===== src/verilog/memory_island_pkg.sv =====
package memory_island_pkg;

    // --------------------
    // Island geometry
    // --------------------

    // Byte address into the 1 KiB island
    localparam int unsigned AddrWidth = 10;

    // Requestor word widths
    localparam int unsigned NarrowDataWidth = 32;
    localparam int unsigned WideDataWidth = 64;
    localparam int unsigned NarrowBeWidth = NarrowDataWidth / 8;
    localparam int unsigned WideBeWidth = WideDataWidth / 8;

    // Banking
    localparam int unsigned NumNarrowBanks = 4;
    localparam int unsigned WordsPerBank = 64;
    localparam int unsigned NumNarrowReq = 2;
    localparam int unsigned NumNarrowBanksInWide = WideDataWidth / NarrowDataWidth;
    localparam int unsigned NumWideBanks = NumNarrowBanks / NumNarrowBanksInWide;

    // --------------------
    // Address fields
    // --------------------

    // Narrow bank select starts above the byte offset
    localparam int unsigned AddrBankWordBit = $clog2(NarrowDataWidth / 8);
    // Wide pair select starts above the wide byte offset
    localparam int unsigned AddrWideWordBit = $clog2(WideDataWidth / 8);
    localparam int unsigned NarrowBankSelWidth = $clog2(NumNarrowBanks);
    // In-bank word sits above the narrow bank select
    localparam int unsigned AddrInBankBit = AddrBankWordBit + NarrowBankSelWidth;
    localparam int unsigned InBankAddrWidth = $clog2(WordsPerBank);

    // Narrow bank index
    typedef logic [NarrowBankSelWidth-1:0] bank_sel_t;
    // Word index inside one bank
    typedef logic [InBankAddrWidth-1:0] word_addr_t;

endpackage


===== src/verilog/mem_port_if.sv =====
`timescale 1ns/1ps

// Bank-side request/grant/response bundle
interface mem_port_if
    import memory_island_pkg::*;
#(
    parameter int unsigned DataWidth = 32
);

    // Request side, held stable until gnt
    logic req;
    logic gnt;
    word_addr_t addr;
    logic we;
    logic [DataWidth-1:0] wdata;
    logic [DataWidth/8-1:0] be;

    // Response side, one cycle after the grant
    logic rvalid;
    logic [DataWidth-1:0] rdata;

    // Requestor view
    modport initiator (
        output req,
        output addr,
        output we,
        output wdata,
        output be,
        input gnt,
        input rvalid,
        input rdata
    );

    // Responder view
    modport target (
        input req,
        input addr,
        input we,
        input wdata,
        input be,
        output gnt,
        output rvalid,
        output rdata
    );

endinterface


===== src/verilog/sram_bank.sv =====
`timescale 1ns/1ps

module sram_bank #(
    parameter int unsigned NumWords = 64,
    parameter int unsigned DataWidth = 32
) (
    input logic clk_i,

    mem_port_if.target port_i
);

    localparam int unsigned BeWidth = DataWidth / 8;

    // Storage and read register
    logic [DataWidth-1:0] mem_q [NumWords];
    logic [DataWidth-1:0] rdata_q;
    logic rvalid_q;

    // Bank is always ready
    assign port_i.gnt = 1'b1;

    // Byte-masked write, registered read
    always_ff @(posedge clk_i) begin
        if (port_i.req) begin
            if (port_i.we) begin
                for (int i = 0; i < BeWidth; i++) begin
                    if (port_i.be[i]) begin
                        mem_q[port_i.addr][i*8 +: 8] <= port_i.wdata[i*8 +: 8];
                    end
                end
            end else begin
                rdata_q <= mem_q[port_i.addr];
            end
        end
    end

    // One response per accepted request, writes included
    always_ff @(posedge clk_i) begin
        rvalid_q <= port_i.req;
    end

    assign port_i.rvalid = rvalid_q;
    assign port_i.rdata = rdata_q;

endmodule


===== src/flat_wrapper.sv =====
// flat-port wrapper written by rule: the top's interface ports become plain ports
module sram_bank_flat 
#(
    parameter int unsigned NumWords = 64,
    parameter int unsigned DataWidth = 32
)
  (clk_i, port_i_req, port_i_addr, port_i_we, port_i_wdata, port_i_be, port_i_gnt, port_i_rvalid, port_i_rdata);
  mem_port_if #(.DataWidth(DataWidth)) port_i_i ();
  input logic clk_i;
  input wire logic [$bits(port_i_i.req)-1:0] port_i_req;
  input wire logic [$bits(port_i_i.addr)-1:0] port_i_addr;
  input wire logic [$bits(port_i_i.we)-1:0] port_i_we;
  input wire logic [$bits(port_i_i.wdata)-1:0] port_i_wdata;
  input wire logic [$bits(port_i_i.be)-1:0] port_i_be;
  output wire logic [$bits(port_i_i.gnt)-1:0] port_i_gnt;
  output wire logic [$bits(port_i_i.rvalid)-1:0] port_i_rvalid;
  output wire logic [$bits(port_i_i.rdata)-1:0] port_i_rdata;
  assign port_i_i.req = port_i_req;
  assign port_i_i.addr = port_i_addr;
  assign port_i_i.we = port_i_we;
  assign port_i_i.wdata = port_i_wdata;
  assign port_i_i.be = port_i_be;
  assign port_i_gnt = port_i_i.gnt;
  assign port_i_rvalid = port_i_i.rvalid;
  assign port_i_rdata = port_i_i.rdata;
  sram_bank #(.NumWords(NumWords), .DataWidth(DataWidth)) u_core (.clk_i(clk_i), .port_i(port_i_i));
endmodule

===== config.mk =====
export PLATFORM = sky130hd
export DESIGN_NAME = sram_bank_flat
export DESIGN_NICKNAME = d
export VERILOG_FILES = /design/src/verilog/memory_island_pkg.sv /design/src/verilog/mem_port_if.sv /design/src/verilog/sram_bank.sv /design/src/flat_wrapper.sv
export SDC_FILE = /design/constraint.sdc
export NUM_CORES = 2
export LEC_CHECK = 0
export BUFFER_PORTS_ARGS = -buffer_cell sky130_fd_sc_hd__buf_2
export CORE_MARGIN = 1.5
export CORE_UTILIZATION = 58
export DETAILED_ROUTE_END_ITERATION = 8
export HOLD_SLACK_MARGIN = 0.1
export PLACE_DENSITY = 0.74
export SKIP_LAST_GASP = 1
export SLEW_MARGIN = 0
export SYNTH_ARGS = -nofsm -noshare
export SYNTH_HDL_FRONTEND = slang
export SYNTH_SLANG_ARGS = --single-unit

===== constraint.sdc =====
create_clock -name clk_i -period 3.46 [get_ports clk_i]
set_clock_uncertainty 0.1 [all_clocks]
set_input_delay 0.519 -clock clk_i [delete_from_list [all_inputs] [get_ports clk_i]]
set_output_delay 0.519 -clock clk_i [all_outputs]
set_load 0.1 [all_outputs]

==> results.md <==
* Final hold vios at 0
* Vias at 51.2k
* Critical Path End: port_i_rdata[1]
* Htree depth at 4
* Grt ovf at 0
* # DRC at 0
* Width of the die at 375 um
* Commonest cells in the netlist: edfxtp_1 (2,080), nor2_1 (402), a221oi_1 (340)
* Io pins at 79
* Min-Delay Path Class: in -> reg
* Top_reg_cell synth: edfxtp_1
* Fraction of layout cells with a size suffix above 1 at 19.9%
* Hold slack at 0.184 ns
* EDFF count, synth at 2,080
* Flops & latches, synth at 2,081
* Status: finished, final reports clean
* Clock period minus worst slack at 2.72 ns
* CP top delay family: flip-flops
* First-pass GRT wire length at 348,000 um
* Die footprint at 140,000 um2
* Clk_lat worst skew at 0.86 ns
* P&R area growth vs syn at 15.4%
* R2R setup slack at 0.91 ns
* Num rows at 136
* Power Total at 51.9 mW
* RSZ-0062 raised after global routing: no
* PnR worst setup slack at 0.741 ns
* Yosys top cell by area: edfxtp_1
* WL final at 245,000 um
* Routability cong. at 0.947
* WS Path Type: reg -> out
* CTS buffer count at 196
* CTS tree: built
* Reg clk slew, reported paths at 0.06 ns
* Final instance area at 92,400 um2
* CP max FO at 1
* Sequential area share after synthesis at 78.0%
* Worst path cell trace: buf_2
* Cell depth of the worst setup path at 1
* Synthesized cell area at 80,100 um2
* Crit-path max cell delay at 0.69 ns
* FF-to-FF End: u_core.port_i.rdata[6]$_DFFE_PP_
* WL per Instance at 33.9 um
* R2R cell count at 5
* Initial Utilization at 58.3%
* Hpwl dp at 156,000 um
* Die height at 375 um
* Critical path capture point type: primary output
* Antenna-violating nets left at 0
* Worst setup SP type: flip-flop
* CP Launch Point: u_core.port_i.rdata[1]$_DFFE_PP_
* GRT Util Overall at 34.7%
* Mapped Cells at 4,771
* Pin slew with the least headroom to its limit at 1.31 ns
* Detailed Routing Iterations Pass 1 at 9
* Synth unique cells at 54
* Max Cap Viol at 0
* Synthesized area per cell at 16.8 um2
* Upper clock frequency limit at 368 MHz
* Max Slew Vio Count at 0
* Critical path buffers and inverters at 1
* Vias per cell at 7.08
* Final Cycle Share at 78.6%
* Vias in the first global route at 49.0k
* DRT iter0 DRCs at 9,020
* Count leader, synth: edfxtp_1
* Data arrival, critical path at 2.10 ns
* Largest net degree at the start of global routing at 81
* Power Density at 562 nW/um2
* Post-layout nets at 5,303
* Area share of the largest cell type after synthesis at 78.0%
* Final setup TNS at 0 ns
* Total core area at 137,000 um2
* Area after DPL at 86,100 um2
* Critical Path Slowest Stage Cell: edfxtp_1
* Leak at 30.1 nW
* CTS Buffer Depth at 3
* Synth Net Count at 4,816
* Main area contributors after synthesis: edfxtp_1 (78%), a221oi_1 (3.7%), mux2i_1 (2.7%), a22oi_1 (2.4%), nor2_1 (1.9%)
* Cell chosen for the clock root: clkbuf_16
* Worst vdd ir at 0.514 mV
* Setup violators final at 0
* Synth async-reset ratio at 0%
* Fillers at 8,806
* Relative slew slack at 12.5%
* Antenna violations before repair at 25
* Clock sinks at 2,081
* Worst EP required at 2.84 ns
* RR Startpoint: u_core.mem_q[37][6]$_DFFE_PP_
* DP Worst Slack at 0.0496 ns
* Port-buffer cells at 77
* Syn. warnings at 0
==> metrics by stage <==
stage	cells	utilization, %
final	7226	67.3
after detailed placement	6843	62.7
after global routing	7213	67.3
after CTS	7209	67.3
after global placement	6843	62.7
after floorplan	4771	-
==> flip-flops by register name, indices dropped and copies added (netlist names) <==
signal	flops
u_core.port_i.rvalid	1
u_core.port_i.rdata	32
u_core.mem_q	2048
==> per-layer routing <==
| metal | wire, um | up-vias | global-route usage (%) |
|---|---|---|---|
| met5 | 104 | - | 0 |
| met4 | 14100 | 12 | 18.1 |
| met3 | 37200 | 766 | 11.1 |
| met2 | 109000 | 4459 | 51.3 |
| met1 | 84600 | 25400 | 46.3 |
| li1 | - | 20600 | - |
==> kinds of logic (layout without fill, tap and decap cells) <==
family          after synthesis  in the layout  share of synthesized area (%)
other cells                   1             18                        0.00468
simple gates                725            725                           3.93
buf+inv                     397           1041                           2.33
flops                      2081           2081                           78.0
compound gates             1274           1274                           11.8
mux                         293            293                           3.87
==> layout by cell type (no fill, tap or decap), types with 10 or more instances in the layout <==
cell type and count:
nand3_1 19, nand2_1 116, o21ai_1 10, a222oi_1 39, clkinv_2 38, or3_1 14
o22ai_1 103, nor3_1 86, clkbuf_1 44, a211oi_1 42, mux2i_1 212, a21oi_1 128
a31oi_1 13, a221oi_1 340, clkbuf_16 196, buf_2 74, dlygate4sd3_1 11, a22oi_1 260
edfxtp_1 2080, o211ai_1 16, clkinv_1 41, bufinv_16 12, o21ai_0 151, nor2_1 393
buf_12 47, a22o_1 48, diode_2 17, nand4_1 16, or4b_1 12, o2bb2ai_1 13
o221ai_1 70, buf_4 549, a221o_1 30, mux2_2 75, or2_2 14
==> area by class of cell <==
| cell class | count | area [um2] | area share [%] |
|---|---|---|---|
| clock inverter | 115 | 1090 | 1.18 |
| inverter | 2 | 12.5 | 0.0135 |
| sequential | 2081 | 62500 | 67.6 |
| tap | 1794 | 2240 | 2.43 |
| antenna | 17 | 42.5 | 0.0460 |
| timing repair buffer | 684 | 5590 | 6.05 |
| multi-input combinational | 2293 | 15900 | 17.2 |
| clock buffer | 240 | 5070 | 5.49 |
==> repair_timing <==
item / CTS / global route
hold endpoints to repair: 163 / 0
resized for setup: 0 / 0
buffers inserted: 0 / 0
hold buffers: 11 / 0
==> report_power, final <==
group	switching, mW	internal, mW	total (mW)
clock network	9.40	11.4	20.8
registers	0.0621	27.8	27.9
logic	2.32	0.908	3.23
total	11.8	40.1	51.9
==> how the worst min path moves through the flow <==
stage | from | endpoint | slack, ns | cells past startpoint
6_report | port_i_wdata[10] | u_core.mem_q[26][10]$_DFFE_PP_ | 0.18 | 1
3_3_place_gp | u_core.mem_q[44][13]$_DFFE_PP_ | u_core.port_i.rdata[13]$_DFFE_PP_ | 0.62 | 3
2_1_floorplan | port_i_req | u_core.port_i.rvalid$_DFF_P_ | 0.45 | 0
4_1_cts | port_i_wdata[10] | u_core.mem_q[33][10]$_DFFE_PP_ | 0.16 | 1
3_5_place_dp | u_core.mem_q[44][23]$_DFFE_PP_ | u_core.port_i.rdata[23]$_DFFE_PP_ | 0.61 | 3
5_1_grt | port_i_wdata[10] | u_core.mem_q[26][10]$_DFFE_PP_ | 0.20 | 1
Note: power is estimated with default switching activity, not from simulation.
